<file path="config.mk">
export PLATFORM = sky130hd
export DESIGN_NAME = decodeStage
export DESIGN_NICKNAME = d
export VERILOG_FILES = /design/src/logic/decodePkg.sv /design/src/logic/ctrlIf.sv /design/src/logic/mainDecoder.sv /design/src/logic/aluDecoder.sv /design/src/logic/decodeReg.sv /design/src/logic/decodeStage.sv
export VERILOG_INCLUDE_DIRS = /design/src /design/src/logic
export SDC_FILE = /design/constraint.sdc
export NUM_CORES = 1
export LEC_CHECK = 0
export ABC_AREA = 1
export BUFFER_PORTS_ARGS = -buffer_cell sky130_fd_sc_hd__clkbuf_2
export CORE_MARGIN = 5
export CORE_UTILIZATION = 34
export DETAILED_ROUTE_END_ITERATION = 8
export PLACE_DENSITY = 0.72
export SYNTH_ARGS = -nofsm -noshare
export SYNTH_HDL_FRONTEND = slang
export SYNTH_SLANG_ARGS = --single-unit
</file>
<file path="constraint.sdc">
create_clock -name clk -period 2.6 [get_ports clk]
set_input_delay 0.13 -clock clk [delete_from_list [all_inputs] [get_ports clk]]
set_output_delay 0.13 -clock clk [all_outputs]
set_load 0.1 [all_outputs]
</file>
<file path="src/logic/decodeDefs_defs.svh">
`ifndef DECODE_DEFS_SVH
`define DECODE_DEFS_SVH

// Instruction word width
`define DECODE_XLEN 32

// Field widths inside the instruction word
`define DECODE_OPCODE_W 7
`define DECODE_FUNCT3_W 3
`define DECODE_FUNCT7_W 7

`endif

</file>
<file path="src/logic/decodePkg.sv">
`include "decodeDefs_defs.svh"

package decodePkg;

    // RV32I major opcodes, instr[6:0]
    typedef enum logic [`DECODE_OPCODE_W-1:0] {
        opLui    = 7'b0110111,
        opAuipc  = 7'b0010111,
        opJal    = 7'b1101111,
        opJalr   = 7'b1100111,
        opBranch = 7'b1100011,
        opLoad   = 7'b0000011,
        opStore  = 7'b0100011,
        opOpImm  = 7'b0010011,
        opOp     = 7'b0110011
    } opcodeE;

    // Class code handed from main decoder to ALU decoder
    typedef enum logic [3:0] {
        clsLui    = 4'd0,
        clsAuipc  = 4'd1,
        clsJal    = 4'd2,
        clsJalr   = 4'd3,
        clsBranch = 4'd4,
        clsLoad   = 4'd5,
        clsStore  = 4'd6,
        clsOpImm  = 4'd7,
        clsOp     = 4'd8
    } aluClassE;

    typedef enum logic [3:0] {
        aluAdd  = 4'd0,
        aluSub  = 4'd1,
        aluLt   = 4'd2,  // Signed
        aluGe   = 4'd3,  // Signed
        aluLtu  = 4'd4,
        aluGeu  = 4'd5,
        aluXor  = 4'd6,
        aluAnd  = 4'd7,
        aluOr   = 4'd8,
        aluSll  = 4'd9,
        aluSrl  = 4'd10,
        aluSra  = 4'd11,
        aluEq   = 4'd12,
        aluNe   = 4'd13
    } aluCtrlE;

    // Extension on write-back, size on store
    typedef enum logic [2:0] {
        sizeUByte = 3'b000,
        sizeSByte = 3'b001,
        sizeUHalf = 3'b010,
        sizeSHalf = 3'b011,
        sizeWord  = 3'b100
    } accessSizeE;

    // First ALU operand
    typedef enum logic [1:0] {
        src1Pc   = 2'b00,
        src1Zero = 2'b01,
        src1Rs1  = 2'b10
    } pcSrcE;

    // Second ALU operand
    typedef enum logic [2:0] {
        src2Rs2   = 3'b000,
        src2ImmUJ = 3'b001,
        src2ImmS  = 3'b010,
        src2ImmJr = 3'b011,
        src2ImmI  = 3'b100
    } op2SrcE;

endpackage

</file>
<file path="src/logic/ctrlIf.sv">
`timescale 1ns/1ps

interface ctrlIf;

    decodePkg::aluClassE aluClass;
    decodePkg::pcSrcE    aluSrc1;
    decodePkg::op2SrcE   aluSrc2;
    logic                memWrite;
    logic                memRead;
    logic                memToReg;
    logic                regWrite;
    logic                returnAddrToReg;  // Write PC+4 to rd
    logic                branch;
    logic                jump;
    logic                indirectJump;

    modport src (
        output aluClass, aluSrc1, aluSrc2, memWrite, memRead, memToReg,
        regWrite, returnAddrToReg, branch, jump, indirectJump
    );

    modport dst (
        input aluClass, aluSrc1, aluSrc2, memWrite, memRead, memToReg,
        regWrite, returnAddrToReg, branch, jump, indirectJump
    );

endinterface

</file>
<file path="src/logic/mainDecoder.sv">
`timescale 1ns/1ps
`include "decodeDefs_defs.svh"

module mainDecoder (
    input  logic [`DECODE_OPCODE_W-1:0] opcode,
    ctrlIf.src                          ctrl
);

    always_comb begin
        // Unknown opcode leaves everything inactive
        ctrl.aluClass        = decodePkg::clsLui;
        ctrl.aluSrc1         = decodePkg::src1Pc;
        ctrl.aluSrc2         = decodePkg::src2Rs2;
        ctrl.memWrite        = 1'b0;
        ctrl.memRead         = 1'b0;
        ctrl.memToReg        = 1'b0;
        ctrl.regWrite        = 1'b0;
        ctrl.returnAddrToReg = 1'b0;
        ctrl.branch          = 1'b0;
        ctrl.jump            = 1'b0;
        ctrl.indirectJump    = 1'b0;

        case (opcode)
            decodePkg::opLui: begin
                ctrl.aluClass = decodePkg::clsLui;
                ctrl.aluSrc1  = decodePkg::src1Zero;  // 0 + imm
                ctrl.aluSrc2  = decodePkg::src2ImmUJ;
                ctrl.regWrite = 1'b1;
            end
            decodePkg::opAuipc: begin
                ctrl.aluClass = decodePkg::clsAuipc;
                ctrl.aluSrc1  = decodePkg::src1Pc;
                ctrl.aluSrc2  = decodePkg::src2ImmUJ;
                ctrl.regWrite = 1'b1;
            end
            decodePkg::opJal: begin
                ctrl.aluClass        = decodePkg::clsJal;
                ctrl.aluSrc1         = decodePkg::src1Pc;  // Target is PC + offset
                ctrl.aluSrc2         = decodePkg::src2ImmUJ;
                ctrl.regWrite        = 1'b1;
                ctrl.returnAddrToReg = 1'b1;
                ctrl.jump            = 1'b1;
            end
            decodePkg::opJalr: begin
                ctrl.aluClass        = decodePkg::clsJalr;
                ctrl.aluSrc1         = decodePkg::src1Rs1;
                ctrl.aluSrc2         = decodePkg::src2ImmJr;
                ctrl.regWrite        = 1'b1;
                ctrl.returnAddrToReg = 1'b1;
                ctrl.jump            = 1'b1;
                ctrl.indirectJump    = 1'b1;
            end
            decodePkg::opBranch: begin
                ctrl.aluClass = decodePkg::clsBranch;
                ctrl.aluSrc1  = decodePkg::src1Rs1;  // Compare rs1 against rs2
                ctrl.aluSrc2  = decodePkg::src2Rs2;
                ctrl.branch   = 1'b1;
            end
            decodePkg::opLoad: begin
                ctrl.aluClass = decodePkg::clsLoad;
                ctrl.aluSrc1  = decodePkg::src1Rs1;
                ctrl.aluSrc2  = decodePkg::src2ImmI;
                ctrl.memRead  = 1'b1;
                ctrl.memToReg = 1'b1;
                ctrl.regWrite = 1'b1;
            end
            decodePkg::opStore: begin
                ctrl.aluClass = decodePkg::clsStore;
                ctrl.aluSrc1  = decodePkg::src1Rs1;
                ctrl.aluSrc2  = decodePkg::src2ImmS;
                ctrl.memWrite = 1'b1;
            end
            decodePkg::opOpImm: begin
                ctrl.aluClass = decodePkg::clsOpImm;
                ctrl.aluSrc1  = decodePkg::src1Rs1;
                ctrl.aluSrc2  = decodePkg::src2ImmI;  // Shamt swap done downstream
                ctrl.regWrite = 1'b1;
            end
            decodePkg::opOp: begin
                ctrl.aluClass = decodePkg::clsOp;
                ctrl.aluSrc1  = decodePkg::src1Rs1;
                ctrl.aluSrc2  = decodePkg::src2Rs2;
                ctrl.regWrite = 1'b1;
            end
            default: ;
        endcase
    end

endmodule

</file>
<file path="src/logic/aluDecoder.sv">
`timescale 1ns/1ps
`include "decodeDefs_defs.svh"

module aluDecoder (
    ctrlIf.dst                          ctrl,
    input  logic [`DECODE_FUNCT3_W-1:0] funct3,
    input  logic [`DECODE_FUNCT7_W-1:0] funct7,
    output decodePkg::aluCtrlE          aluCtrl,
    output decodePkg::accessSizeE       regWriteSize,
    output decodePkg::accessSizeE       memWriteSize,
    output logic                        shamtOverImm
);

    logic funct7Legal;  // Only bit 5 may be set
    logic funct7Alt;    // SUB / SRA / SRAI variant

    assign funct7Legal = ({funct7[6], funct7[4:0]} == 6'd0);
    assign funct7Alt   = funct7[5];

    always_comb begin
        aluCtrl      = decodePkg::aluAdd;  // Address and upper-imm classes add
        regWriteSize = decodePkg::sizeWord;
        memWriteSize = decodePkg::sizeWord;
        shamtOverImm = 1'b0;

        case (ctrl.aluClass)
            decodePkg::clsBranch: begin
                case (funct3)
                    3'b000: aluCtrl = decodePkg::aluEq;   // BEQ
                    3'b001: aluCtrl = decodePkg::aluNe;   // BNE
                    3'b100: aluCtrl = decodePkg::aluLt;   // BLT
                    3'b101: aluCtrl = decodePkg::aluGe;   // BGE
                    3'b110: aluCtrl = decodePkg::aluLtu;  // BLTU
                    3'b111: aluCtrl = decodePkg::aluGeu;  // BGEU
                    default: ;
                endcase
            end
            decodePkg::clsLoad: begin
                case (funct3)
                    3'b000: regWriteSize = decodePkg::sizeSByte;  // LB
                    3'b001: regWriteSize = decodePkg::sizeSHalf;  // LH
                    3'b010: regWriteSize = decodePkg::sizeWord;   // LW
                    3'b100: regWriteSize = decodePkg::sizeUByte;  // LBU
                    3'b101: regWriteSize = decodePkg::sizeUHalf;  // LHU
                    default: ;
                endcase
            end
            decodePkg::clsStore: begin
                case (funct3)
                    3'b000: memWriteSize = decodePkg::sizeUByte;  // SB
                    3'b001: memWriteSize = decodePkg::sizeUHalf;  // SH
                    3'b010: memWriteSize = decodePkg::sizeWord;   // SW
                    default: ;
                endcase
            end
            decodePkg::clsOpImm: begin
                case (funct3)
                    3'b000: aluCtrl = decodePkg::aluAdd;  // ADDI
                    3'b010: aluCtrl = decodePkg::aluLt;   // SLTI
                    3'b011: aluCtrl = decodePkg::aluLtu;  // SLTIU
                    3'b100: aluCtrl = decodePkg::aluXor;
                    3'b110: aluCtrl = decodePkg::aluOr;
                    3'b111: aluCtrl = decodePkg::aluAnd;
                    3'b001: begin
                        aluCtrl      = decodePkg::aluSll;
                        shamtOverImm = 1'b1;
                    end
                    3'b101: begin
                        // Other funct7 patterns are not shifts
                        if (funct7Legal) begin
                            aluCtrl      = funct7Alt ? decodePkg::aluSra : decodePkg::aluSrl;
                            shamtOverImm = 1'b1;
                        end
                    end
                    default: ;
                endcase
            end
            decodePkg::clsOp: begin
                case (funct3)
                    3'b000: begin
                        if (funct7Legal && funct7Alt) begin
                            aluCtrl = decodePkg::aluSub;
                        end
                    end
                    3'b001: aluCtrl = decodePkg::aluSll;  // Amount from rs2[4:0]
                    3'b010: aluCtrl = decodePkg::aluLt;
                    3'b011: aluCtrl = decodePkg::aluLtu;
                    3'b100: aluCtrl = decodePkg::aluXor;
                    3'b101: begin
                        if (funct7Legal) begin
                            aluCtrl = funct7Alt ? decodePkg::aluSra : decodePkg::aluSrl;
                        end
                    end
                    3'b110: aluCtrl = decodePkg::aluOr;
                    3'b111: aluCtrl = decodePkg::aluAnd;
                    default: ;
                endcase
            end
            default: ;
        endcase
    end

endmodule

</file>
<file path="src/logic/decodeReg.sv">
`timescale 1ns/1ps

module decodeReg (
    input  logic                  clk,
    input  logic                  rst,
    input  logic                  instrValid,
    ctrlIf.dst                    ctrl,
    input  decodePkg::aluCtrlE    decAluCtrl,
    input  decodePkg::accessSizeE decRegWriteSize,
    input  decodePkg::accessSizeE decMemWriteSize,
    input  logic                  decShamtOverImm,
    output logic                  ctrlValid,
    output decodePkg::aluCtrlE    aluCtrl,
    output decodePkg::pcSrcE      aluSrc1,
    output decodePkg::op2SrcE     aluSrc2,
    output logic                  memWrite,
    output logic                  memRead,
    output logic                  memToReg,
    output logic                  regWrite,
    output logic                  returnAddrToReg,
    output logic                  branch,
    output logic                  jump,
    output logic                  indirectJump,
    output decodePkg::accessSizeE regWriteSize,
    output decodePkg::accessSizeE memWriteSize,
    output logic                  shamtOverImm
);

    always_ff @(posedge clk) begin
        if (rst) begin
            ctrlValid <= 1'b0;
        end else begin
            ctrlValid <= instrValid;
        end

        // A bubble loads zeros so idle cycles look like reset
        if (rst || !instrValid) begin
            aluCtrl         <= decodePkg::aluAdd;
            aluSrc1         <= decodePkg::src1Pc;
            aluSrc2         <= decodePkg::src2Rs2;
            memWrite        <= 1'b0;
            memRead         <= 1'b0;
            memToReg        <= 1'b0;
            regWrite        <= 1'b0;
            returnAddrToReg <= 1'b0;
            branch          <= 1'b0;
            jump            <= 1'b0;
            indirectJump    <= 1'b0;
            regWriteSize    <= decodePkg::sizeUByte;
            memWriteSize    <= decodePkg::sizeUByte;
            shamtOverImm    <= 1'b0;
        end else begin
            aluCtrl         <= decAluCtrl;
            aluSrc1         <= ctrl.aluSrc1;
            aluSrc2         <= ctrl.aluSrc2;
            memWrite        <= ctrl.memWrite;
            memRead         <= ctrl.memRead;
            memToReg        <= ctrl.memToReg;
            regWrite        <= ctrl.regWrite;
            returnAddrToReg <= ctrl.returnAddrToReg;
            branch          <= ctrl.branch;
            jump            <= ctrl.jump;
            indirectJump    <= ctrl.indirectJump;
            regWriteSize    <= decRegWriteSize;
            memWriteSize    <= decMemWriteSize;
            shamtOverImm    <= decShamtOverImm;
        end
    end

endmodule

</file>
<file path="src/logic/decodeStage.sv">
`timescale 1ns/1ps
`include "decodeDefs_defs.svh"

module decodeStage (
    input  logic                     clk,
    input  logic                     rst,
    input  logic [`DECODE_XLEN-1:0]  instr,
    input  logic                     instrValid,
    output logic                     ctrlValid,
    output decodePkg::aluCtrlE       aluCtrl,
    output decodePkg::pcSrcE         aluSrc1,
    output decodePkg::op2SrcE        aluSrc2,
    output logic                     memWrite,
    output logic                     memRead,
    output logic                     memToReg,
    output logic                     regWrite,
    output logic                     returnAddrToReg,
    output logic                     branch,
    output logic                     jump,
    output logic                     indirectJump,
    output decodePkg::accessSizeE    regWriteSize,
    output decodePkg::accessSizeE    memWriteSize,
    output logic                     shamtOverImm
);

    decodePkg::aluCtrlE    decAluCtrl;
    decodePkg::accessSizeE decRegWriteSize;
    decodePkg::accessSizeE decMemWriteSize;
    logic                  decShamtOverImm;

    ctrlIf ctrlBus ();  // Main decoder levels plus class code

    mainDecoder uMainDecoder (
        .opcode (instr[`DECODE_OPCODE_W-1:0]),
        .ctrl   (ctrlBus.src)
    );

    aluDecoder uAluDecoder (
        .ctrl         (ctrlBus.dst),
        .funct3       (instr[12 +: `DECODE_FUNCT3_W]),  // instr[14:12]
        .funct7       (instr[25 +: `DECODE_FUNCT7_W]),  // instr[31:25]
        .aluCtrl      (decAluCtrl),
        .regWriteSize (decRegWriteSize),
        .memWriteSize (decMemWriteSize),
        .shamtOverImm (decShamtOverImm)
    );

    decodeReg uDecodeReg (
        .clk             (clk),
        .rst             (rst),
        .instrValid      (instrValid),
        .ctrl            (ctrlBus.dst),
        .decAluCtrl      (decAluCtrl),
        .decRegWriteSize (decRegWriteSize),
        .decMemWriteSize (decMemWriteSize),
        .decShamtOverImm (decShamtOverImm),
        .ctrlValid       (ctrlValid),
        .aluCtrl         (aluCtrl),
        .aluSrc1         (aluSrc1),
        .aluSrc2         (aluSrc2),
        .memWrite        (memWrite),
        .memRead         (memRead),
        .memToReg        (memToReg),
        .regWrite        (regWrite),
        .returnAddrToReg (returnAddrToReg),
        .branch          (branch),
        .jump            (jump),
        .indirectJump    (indirectJump),
        .regWriteSize    (regWriteSize),
        .memWriteSize    (memWriteSize),
        .shamtOverImm    (shamtOverImm)
    );

endmodule

</file>
# [Word-level counts from Yosys, hierarchy flattened]
# Cells that the tools add are included.
# Widths: inputs -> output; s select.
[totals] latchBits=0 n_memories=0 ram_bits=0 out_inout_bits=25 inputBits=35 elab_cells=74 reg_bits=23 romBits=0
[op_classes] mul=0 n_addsub=0 magnitude_cmp=0 div_mod_pow=0 n_shift=0 n_eq_ne=21 n_bitwise=3 n_mux=22 n_reduce_logical=13
[ops] op="$pmux 4 s8" n=3
[ops] op="$pmux 3 s4" n=2
[ops] op="$pmux 4 s6" n=1
[ops] op="$eq 7x6->1 const B" n=3
[ops] op="$eq 7x7->1 const B" n=3
[ops] op="$eq 4x3->1 const B" n=4
[ops] op="$eq 7x5->1 const B" n=2
[ops] op="$eq 3x3->1 const B" n=4
[ops] op="$pmux 4 s3" n=1
[ops] op="$reduce_or 2->1" n=5
[ops] op="$mux 1" n=9
[ops] op="$eq 7x2->1 const B" n=1
[ops] op="$reduce_or 7->1" n=1
[ops] op="$eq 3x2->1 const B" n=2
[ops] op="$logic_not 6->1" n=1
[ops] op="$mux 3" n=2
[ops] op="$pmux 3 s2" n=1
[ops] op="$reduce_or 6->1" n=1
[ops] op="$eq 4x4->1 const B" n=1
[ops] op="$mux 4" n=1
[ops] op="$pmux 2 s2" n=1
[ops] op="$eq 3x1->1 const B" n=1
[ops] op="$logic_not 3->1" n=1
[ops] op="$not 1->1" n=3
[ops] op="5 further kinds" n=5

# [Logic depth before layout (Yosys ltp)]
# Gate-level depths: netlist of run 1.
[depth] ltp_word=5 mapped_depth=9 depth_no_buf=9

# [Hierarchy]
# Synthesis of run 1 repeated with hierarchy kept, for this count alone.
[unflattened] cells_unflattened=196 hier_area_um2=1277.5
[by_module_without_submodules] mod="decodeReg" area_per_inst_um2=724.4 seq_area_each_um2=500.5 n_inst=1 cells_per_inst=78
[by_module_without_submodules] mod="aluDecoder" area_per_inst_um2=299.0 seq_area_each_um2=0.0 n_inst=1 cells_per_inst=64
[by_module_without_submodules] mod="mainDecoder" area_per_inst_um2=254.0 seq_area_each_um2=0.0 n_inst=1 cells_per_inst=54

# [Least setup slack after synthesis of run 1]
# No wires, ideal clock.
[synth_timing] path_type="flip-flop to output port" from="reg uDecodeReg.memToReg" to="out memToReg" required_ns=2.470 path_stages_with_launch=2 path_buffers=1 setup_slack_ns=1.114 arrival_time_ns=1.356 cell_sequence="dfxtp_1 -> buf_4"
[synth_rtl] item="start, declared" line_no="decodeReg.sv:18" rtl="output logic memToReg,"
[synth_rtl] item="start signal, assigned" line_no="decodeReg.sv:58" rtl="memToReg <= ctrl.memToReg;"
[synth_rtl] item="end, declared" line_no="decodeStage.sv:15" rtl="output logic memToReg,"
# No word-level cell between the ends.

==> flow_metrics.env, run 1 <==
export IMPL_status="complete, no violations"
export IMPL_synthTopCellsByCount="nor2_1 (29), nand2_1 (24), dfxtp_1 (22)"
export IMPL_arrival_ps=1090
export IMPL_synth_cell_types=23
export IMPL_finalSetupTns_ps=0
export IMPL_routed_wl_um=2330
export IMPL_slew_violations=0
export IMPL_tightest_slew_ps=547
export IMPL_design_area_sq_mm=0.00126
export IMPL_gp_congestion=0.892
export IMPL_synth_most_common_cell="nor2_1"
export IMPL_antenna_found_initial=0
export IMPL_die_w_um=64.9
export IMPL_clock_sinks=22
export IMPL_critPathLaunchType="register"
export IMPL_use_met2_pct=19.0
export IMPL_hp_class="in -> reg"
export IMPL_gr_total_overflow=0
export IMPL_die_h_um=64.9
export IMPL_pre_cts_slack_ps=1380
export IMPL_ys_ff_latch=22
export IMPL_maxCapViolations=0
export IMPL_final_antenna_net_count=0
export IMPL_wl_per_cell_um=10.6
export IMPL_syn2layout_area_growth_pct=23.3
export IMPL_finalHoldViolCount=0
export IMPL_syn_nets=182
export IMPL_ctsHoldBuffers=0
export IMPL_fmax_mhz=821
export IMPL_critPathLaunch="uDecodeReg.memToReg"
export IMPL_synth_yosys_seq_area_share_pct=43.0
export IMPL_cts_made_buffers=3
export IMPL_busiest_layer="met2"
export IMPL_criticalPathCategory="reg -> out"
export IMPL_initial_core_util_pct=34.4
export IMPL_ys_flop_type="dfxtp_1"
export IMPL_cts_setup_buffers=0
export IMPL_netlist_instances=147
export IMPL_yosys_area_top_type_share_pct=43.0
export IMPL_path_buf_inv=1
export IMPL_num_io_pins=60
export IMPL_drtIter0Drc=28
export IMPL_peakVddDrop_mv=0.117
export IMPL_fp_row_count=20
export IMPL_synth_area_leader_cell="dfxtp_1"
export IMPL_rsz0062_at_grt="false"
export IMPL_postPlaceCellArea_sq_mm=0.00124
export IMPL_clk_pin_slew_ps=110
export IMPL_setup_ws_ps=1380
export IMPL_avgSynthCellArea_sq_um=6.97
export IMPL_vias=1022
export IMPL_layout_nets=224
export IMPL_grt_max_degree=16
export IMPL_use_met3_pct=1.39
export IMPL_grt_pass1_wl_um=3940
export IMPL_grtUsageTotal_pct=11.6
export IMPL_dp_hpwl_um=1870
export IMPL_fp_dieArea_sq_mm=0.00421
export IMPL_yosys_warnings=0
export IMPL_required_ps=2470
export IMPL_power_density_mw_per_mm2=465
export IMPL_cts_root_buf="clkbuf_4"
export IMPL_fin_crit_sh_pct=46.8
export IMPL_n_antenna_cell=0
export IMPL_maxSlewHeadroom_pct=63.7
export IMPL_clockBufferDepth=2
export IMPL_numPortBuffers=43
export IMPL_path_delay_family="buffers and inverters"
export IMPL_leakagePower_nw=0.630
export IMPL_first_global_vias=924
export IMPL_viasPerCell=4.65
export IMPL_drc=0
export IMPL_slowest_stage="clkbuf_2"
export IMPL_drive_above_1_share_pct=30.5
export IMPL_async_reset_ff_share_pct=0
export IMPL_htree_levels=1
export IMPL_synth_edf_count=0
export IMPL_crit_fanout=2
export IMPL_grtUsageMet1_pct=15.4
export IMPL_path_cells="clkbuf_2"
export IMPL_syn_cell_area_sq_mm=0.00102
export IMPL_dr_pass1_iters=4
export IMPL_ys_top_cells_by_area="dfxtp_1 (43%), nor2_1 (11%), nand2_1 (8.8%), nand3_1 (6.3%), inv_1 (6.2%)"
export IMPL_end_kind="output pin"
export IMPL_core_area_sq_mm=0.00298
export IMPL_cts_repair_resized=0
export IMPL_min_from="instr[4]"
export IMPL_fin_crit_ps=1220
export IMPL_cts_tree="built"
export IMPL_setup_viol=0
export IMPL_cpPeakStageDelay_ps=450
==> layer usage <==
layer / vias to the layer above / wire length (um) / share of wire (%)
met3: 2 / 169 / 7.2
met5: - / 0 / 0
li1: 548 / - / -
met2: 33 / 1040 / 45
met4: 0 / 33 / 1.4
met1: 439 / 1090 / 47
==> cell usage in the layout, fill, tap and decap left out, drive strengths merged <==
cell type,synthesis,final
a21oi,6,6
o22ai,3,3
clkbuf,1,46
nor2,30,30
conb,1,1
a31oi,4,4
nand4,2,2
nor3,8,8
nand2,27,27
dfxtp,22,22
nand3,14,14
o21ai,4,4
inv,20,20
==> cells by family after synthesis <==
family | count (synthesis) | synth area share [%]
buf+inv | 26 | 11.2
simple gates | 81 | 35.9
flops | 22 | 43.0
compound gates | 17 | 9.52
other cells | 1 | 0.366
==> flip-flops by register name, summed over array words and instances, names as in the netlist <==
name                        flops
uDecodeReg.aluCtrl              4
uDecodeReg.aluSrc1              2
uDecodeReg.aluSrc2              3
uDecodeReg.branch               1
uDecodeReg.ctrlValid            1
uDecodeReg.indirectJump         1
uDecodeReg.memToReg             1
uDecodeReg.memWrite             1
uDecodeReg.memWriteSize         2
uDecodeReg.regWrite             1
uDecodeReg.regWriteSize         3
uDecodeReg.returnAddrToReg      1
uDecodeReg.shamtOverImm         1
==> final timing paths <==
path | to | cells after the start
max | memRead | 1
min | uDecodeReg.memToReg | 2
==> area by class of cell <==
cell class / count / area, sq um
Tap cell: 33 / 41.3
Sequential cell: 22 / 440
Timing Repair Buffer: 43 / 215
Inverter: 20 / 75.1
Clock buffer: 3 / 22.5
Multi-Input combinational cell: 99 / 469
Fill cell: 327 / 1710
==> power by group <==
part	internal (mW)	switching, mW
clock	0.0538	0.0897
sequential	0.340	0.000737
combinational	0.0255	0.0771
==> stage by stage <==
step | hold WS (ps) | cells | total power [mW] | util (%)
final | 52.2 | 220 | 0.587 | 42.4
after global routing | 40.2 | 220 | 0.620 | 42.4
after CTS | 36.7 | 220 | 0.597 | 42.4
after detailed placement | 358 | 217 | 0.451 | 41.7
after global placement | 361 | 217 | 0.450 | 41.7
after floorplan | 209 | 147 | 0.424 | -
No activity file was read; power rests on OpenSTA's default activity.
==> inputs of run 2 (changes only) <==
==> constraint.sdc (replaced) <==
create_clock -name clk -period 1.3 [get_ports clk]
set_input_delay 0.065 -clock clk [delete_from_list [all_inputs] [get_ports clk]]
set_output_delay 0.065 -clock clk [all_outputs]
set_load 0.1 [all_outputs]
==> run 2 against run 1 <==
  * Final area grew 2.2%
  * Setup slack lost 1200 ps
  * Sequential power grew 100%
  * Clock power grew 110%
  * Wire length shrank 0.69%
  * Final cell count grew 1.4%
  * Critical path depth is the same
  * Critical path type unchanged
==> flow_metrics.env, run 2 (synthesis results as in run 1) <==
export IMPL_finalSetupTns_ps=0
export IMPL_drive_above_1_share_pct=32.1
export IMPL_reg_top3="uDecodeReg.aluCtrl x4, uDecodeReg.aluSrc2 x3, uDecodeReg.regWriteSize x3"
export IMPL_combPwrFrac_pct=17.6
export IMPL_initial_core_util_pct=34.4
export IMPL_final_antenna_net_count=0
export IMPL_slew_violations=0
export IMPL_drc=0
export IMPL_register_area_sq_um=443
export IMPL_fin_crit_ps=1160
export IMPL_tightest_slew_ps=545
export IMPL_n_antenna_cell=0
export IMPL_largest_reg_flops=4
export IMPL_routed_wl_um=2320
export IMPL_clock_sinks=22
export IMPL_htree_levels=1
export IMPL_die_h_um=64.9
export IMPL_first_global_vias=967
export IMPL_peakVddDrop_mv=0.258
export IMPL_path_buf_inv=1
export IMPL_criticalPathCategory="reg -> out"
export IMPL_path_delay_family="buffers and inverters"
export IMPL_nFillCells=313
export IMPL_cpPeakStageDelay_ps=450
export IMPL_critPathLaunch="uDecodeReg.regWriteSize[0]"
export IMPL_multi_input_area_sq_um=469
export IMPL_top_register="uDecodeReg.aluCtrl"
export IMPL_status="complete, no violations"
export IMPL_clockBufferDepth=2
export IMPL_crit_fanout=1
export IMPL_intPower_uw=844
export IMPL_end_kind="output pin"
export IMPL_gr_total_overflow=0
export IMPL_rsz0062_at_grt="false"
export IMPL_viasPerCell=4.78
export IMPL_required_ps=1240
export IMPL_numPortBuffers=43
export IMPL_finalHoldViolCount=0
export IMPL_hp_class="in -> reg"
export IMPL_p_total_mw=1.19
export IMPL_wl_per_cell_um=10.4
export IMPL_swShare_pct=29.0
export IMPL_leakagePower_nw=0.646
export IMPL_gp_congestion=0.862
export IMPL_num_io_pins=60
export IMPL_setup_ws_ps=144
export IMPL_dp_hpwl_um=1890
export IMPL_maxSlewHeadroom_pct=63.8
export IMPL_grtUsageTotal_pct=11.8
export IMPL_core_area_sq_mm=0.00298
export IMPL_path_cells="clkbuf_2"
export IMPL_dr_pass1_iters=4
export IMPL_p_switching_uw=345
export IMPL_fmax_mhz=865
export IMPL_cts_tree="built"
export IMPL_clk_pin_slew_ps=110
export IMPL_cts_made_buffers=3
export IMPL_clkPwrFrac_pct=25.0
export IMPL_seqPwrFrac_pct=57.4
export IMPL_grt_max_degree=16
export IMPL_syn2layout_area_growth_pct=26.0
export IMPL_antenna_found_initial=0
export IMPL_fin_crit_sh_pct=89.0
export IMPL_drtIter0Drc=37
export IMPL_vias=1066
export IMPL_pre_cts_slack_ps=192
export IMPL_layout_common_cells="clkbuf_2 (43), nor2_1 (29), nand2_1 (24), dfxtp_1 (20), inv_1 (17)"
export IMPL_min_from="rst"
export IMPL_cts_root_buf="clkbuf_4"
export IMPL_final_common_cell="clkbuf_2"
export IMPL_die_w_um=64.9
export IMPL_fp_row_count=20
export IMPL_slowest_stage="clkbuf_2"
export IMPL_cts_repair_resized=0
export IMPL_power_density_mw_per_mm2=921
export IMPL_arrival_ps=1090
export IMPL_layout_nets=227
export IMPL_dp_cells=219
export IMPL_setup_viol=0
export IMPL_final_cells=223
export IMPL_grt_pass1_wl_um=3990
export IMPL_maxCapViolations=0
export IMPL_critPathLaunchType="register"
export IMPL_fp_dieArea_sq_mm=0.00421
==> run 2: cell types whose count changed in the layout (fill, tap and decap cells not counted) <==
cell           previous run  this run
buf_4                     0         2
dfxtp_1                  22        20
dfxtp_2                   0         2
dlygate4sd3_1             0         1
==> run 2: per-layer routing <==
metal	up-vias	track usage, %	wire (um)
met1	468	15.5	1070
met5	-	0	0
met2	38	19.0	1050
li1	555	-	-
met4	0	5.54	45
met3	5	1.73	154
==> run 2: stage by stage <==
stage	util (%)	hold WS, ps	instance area [sq um]
detailed placement	42.3	285	1260
global placement	42.3	289	1260
CTS	43.4	53.7	1290
finish	43.4	56.6	1290
global route	43.4	66.3	1290
floorplan	-	137	1030
==> run 2: final cells by class <==
cell class	instances	share of cell area [%]
flip-flops and latches	22	34.3
repair buffers	46	18.6
well taps	33	3.20
clock buffers	3	1.74
multi-input cells	99	36.3
inverters	20	5.81
==> run 2: repair_timing <==
item | in CTS | in global routing
hold buffers | 1 | 0
endpoints found under the hold margin | 1 | 0
buffers inserted | 0 | 0
==> run 2: final timing paths <==
check             cells past startpoint              endpoint
hold / removal                        3  uDecodeReg.ctrlValid
setup / recovery                      1       regWriteSize[0]
==> run 2: power groups by stage <==
stage / logic (mW) / registers [mW] / clock network, mW
detailed placement: 0.207 / 0.698 / 0
CTS: 0.210 / 0.682 / 0.305
global placement: 0.207 / 0.697 / 0
finish: 0.210 / 0.682 / 0.297
global route: 0.231 / 0.683 / 0.332
floorplan: 0.101 / 0.747 / 0
==> inputs of run 3 (changes only) <==
--- a/config.mk
+++ b/config.mk
@@ -9,9 +9,9 @@
 export ABC_AREA = 1
 export BUFFER_PORTS_ARGS = -buffer_cell sky130_fd_sc_hd__clkbuf_2
 export CORE_MARGIN = 5
-export CORE_UTILIZATION = 34
+export CORE_UTILIZATION = 45
 export DETAILED_ROUTE_END_ITERATION = 8
-export PLACE_DENSITY = 0.72
+export PLACE_DENSITY = 0.89
 export SYNTH_ARGS = -nofsm -noshare
 export SYNTH_HDL_FRONTEND = slang
 export SYNTH_SLANG_ARGS = --single-unit
==> constraint.sdc (replaced) <==
create_clock -name clk -period 1.5 [get_ports clk]
set_input_delay 0.075 -clock clk [delete_from_list [all_inputs] [get_ports clk]]
set_output_delay 0.075 -clock clk [all_outputs]
set_load 0.1 [all_outputs]
==> run 3 against run 2 <==
  * Setup slack lost 57 ps
  * Flip-flop and latch count is the same
  * Final cell count shrank 2.2%
  * Worst hold slack gained 27 ps
  * Via count shrank 0.47%
  * First-iteration DRC count shrank 19%
  * Combinational power shrank 13%
  * Sequential share of layout area shrank 0.19 points
  * Total power shrank 9.2%
  * Largest power group unchanged
==> flow_metrics.env, run 3 (synthesis results as in run 1) <==
export IMPL_status="complete, no violations"
export IMPL_crit_top_cell="nor2_1"
export IMPL_cts_made_buffers=3
export IMPL_cts_root_buf="clkbuf_4"
export IMPL_met3_length_um=196
export IMPL_dp_cells=213
export IMPL_largest_reg_flops=4
export IMPL_viasPerCell=4.87
export IMPL_dr_max_layer_used="met4"
export IMPL_finalHoldViolCount=0
export IMPL_fp_dieArea_sq_mm=0.00333
export IMPL_clock_sinks=22
export IMPL_fin_crit_ps=1410
export IMPL_critPathLaunchType="input pin"
export IMPL_power_density_mw_per_mm2=836
export IMPL_layout_nets=226
export IMPL_antenna_found_initial=0
export IMPL_syn2layout_area_growth_pct=26.0
export IMPL_pre_cts_slack_ps=345
export IMPL_maxSlewHeadroom_pct=63.7
export IMPL_clockBufferDepth=2
export IMPL_p_total_mw=1.08
export IMPL_grt_pass1_wl_um=3810
export IMPL_layout_common_cells="clkbuf_2 (43), nor2_1 (28), nand2_1 (24), dfxtp_1 (22), inv_1 (17)"
export IMPL_finalSetupTns_ps=0
export IMPL_htree_levels=1
export IMPL_gr_total_overflow=0
export IMPL_reg_top3="uDecodeReg.aluCtrl x4, uDecodeReg.aluSrc2 x3, uDecodeReg.regWriteSize x3"
export IMPL_final_common_cell="clkbuf_2"
export IMPL_dr_pass1_iters=7
export IMPL_top_register="uDecodeReg.aluCtrl"
export IMPL_crit_fanout=4
export IMPL_hold_end="uDecodeReg.ctrlValid"
export IMPL_criticalPathCategory="in -> reg"
export IMPL_leakagePower_nw=0.647
export IMPL_die_w_um=57.7
export IMPL_tightest_slew_ps=546
export IMPL_die_h_um=57.7
export IMPL_fmax_mhz=708
export IMPL_clk_pin_slew_ps=100
export IMPL_peakVddDrop_mv=0.408
export IMPL_final_antenna_net_count=0
export IMPL_n_antenna_cell=0
export IMPL_hold_depth=3
export IMPL_drc=0
export IMPL_vias=1061
export IMPL_cts_tree="built"
export IMPL_fin_crit_sh_pct=94.2
export IMPL_rsz0062_at_grt="false"
export IMPL_wl_met1_um=898
export IMPL_gp_congestion=0.886
export IMPL_dp_hpwl_um=1870
export IMPL_grt_max_degree=16
export IMPL_routed_wl_um=2320
export IMPL_met2WireLength_um=1150
export IMPL_arrival_ps=1610
export IMPL_path_cells="dlygate4sd3_1 -> clkbuf_2 -> inv_1 -> nand2_1 -> nor2_1 -> nand3_1 -> nand3_1 -> nor2_1 -> nand2_1 -> nor2_1"
export IMPL_drtIter0Drc=30
export IMPL_grtUsageTotal_pct=14.3
export IMPL_hp_class="in -> reg"
export IMPL_fp_row_count=17
export IMPL_slew_violations=0
export IMPL_num_io_pins=60
export IMPL_final_cells=218
export IMPL_required_ps=1690
export IMPL_maxCapViolations=0
export IMPL_min_from="rst"
export IMPL_end_kind="register"
export IMPL_setup_ws_ps=86.9
export IMPL_drive_above_1_share_pct=31.6
export IMPL_core_area_sq_mm=0.00219
export IMPL_numPortBuffers=43
export IMPL_setup_viol=0
export IMPL_first_global_vias=950
export IMPL_initial_core_util_pct=46.8
export IMPL_slowest_stage="dlygate4sd3_1"
export IMPL_hold_slack_ps=84.0
export IMPL_cpPeakStageDelay_ps=550
export IMPL_wl_per_cell_um=10.6
==> run 3: cell count changes in the layout (fill, tap and decap cells not counted), sizes merged <==
| cell | change |
|---|---|
| buf | -1 |
| clkbuf | +1 |
==> run 3: per-stage QoR <==
stage,utilization (%),cell area [sq um]
after floorplan,-,1020
final,58.9,1290
after CTS,58.8,1290
after detailed placement,56.7,1240
after global routing,58.9,1290
after global placement,56.7,1240
==> run 3: worst max-delay path by stage <==
stage                         from                          to  slack (ps)
3_3_place_gp              instr[3]       uDecodeReg.aluCtrl[3]         350
2_1_floorplan  uDecodeReg.memToReg                    memToReg          70
6_report                  instr[4]  uDecodeReg.regWriteSize[1]          90
3_5_place_dp              instr[4]  uDecodeReg.regWriteSize[1]         350
4_1_cts                   instr[4]  uDecodeReg.regWriteSize[1]          70
5_1_grt                   instr[4]  uDecodeReg.regWriteSize[1]           2
==> run 3: report_power, final <==
part           switching (mW)  leakage (nW)  internal (mW)  total [mW]
logic                   0.134         0.447         0.0479       0.182
registers             0.00162         0.178          0.590       0.591
clock network           0.158        0.0210          0.148       0.306
==> run 3: worst max-delay path: cells and delay by family <==
| family | cells | cell delay [ps] |
|---|---|---|
| buf+inv | 3 | 800 |
| simple gates | 7 | 730 |
==> run 3: per-layer routing <==
| metal | vias up | global-route usage, % |
|---|---|---|
| li1 | 556 | - |
| met1 | 447 | 17.0 |
| met2 | 50 | 23.9 |
| met3 | 8 | 2.45 |
| met4 | 0 | 8.61 |
| met5 | - | 0 |
==> run 3: layout make-up <==
class	instances	area, sq um
Multi-Input combinational cell	99	472
Timing Repair Buffer	45	233
Fill cell	211	900
Sequential cell	22	440
Inverter	20	75.1
Clock buffer	4	36.3
Tap cell	28	35.0
==> run 3: what timing repair did <==
action	in CTS	in global routing
setup endpoints to repair	0	2
hold endpoints to repair	1	0
gates resized for setup	0	1
hold buffers	1	0
buffers inserted	0	0
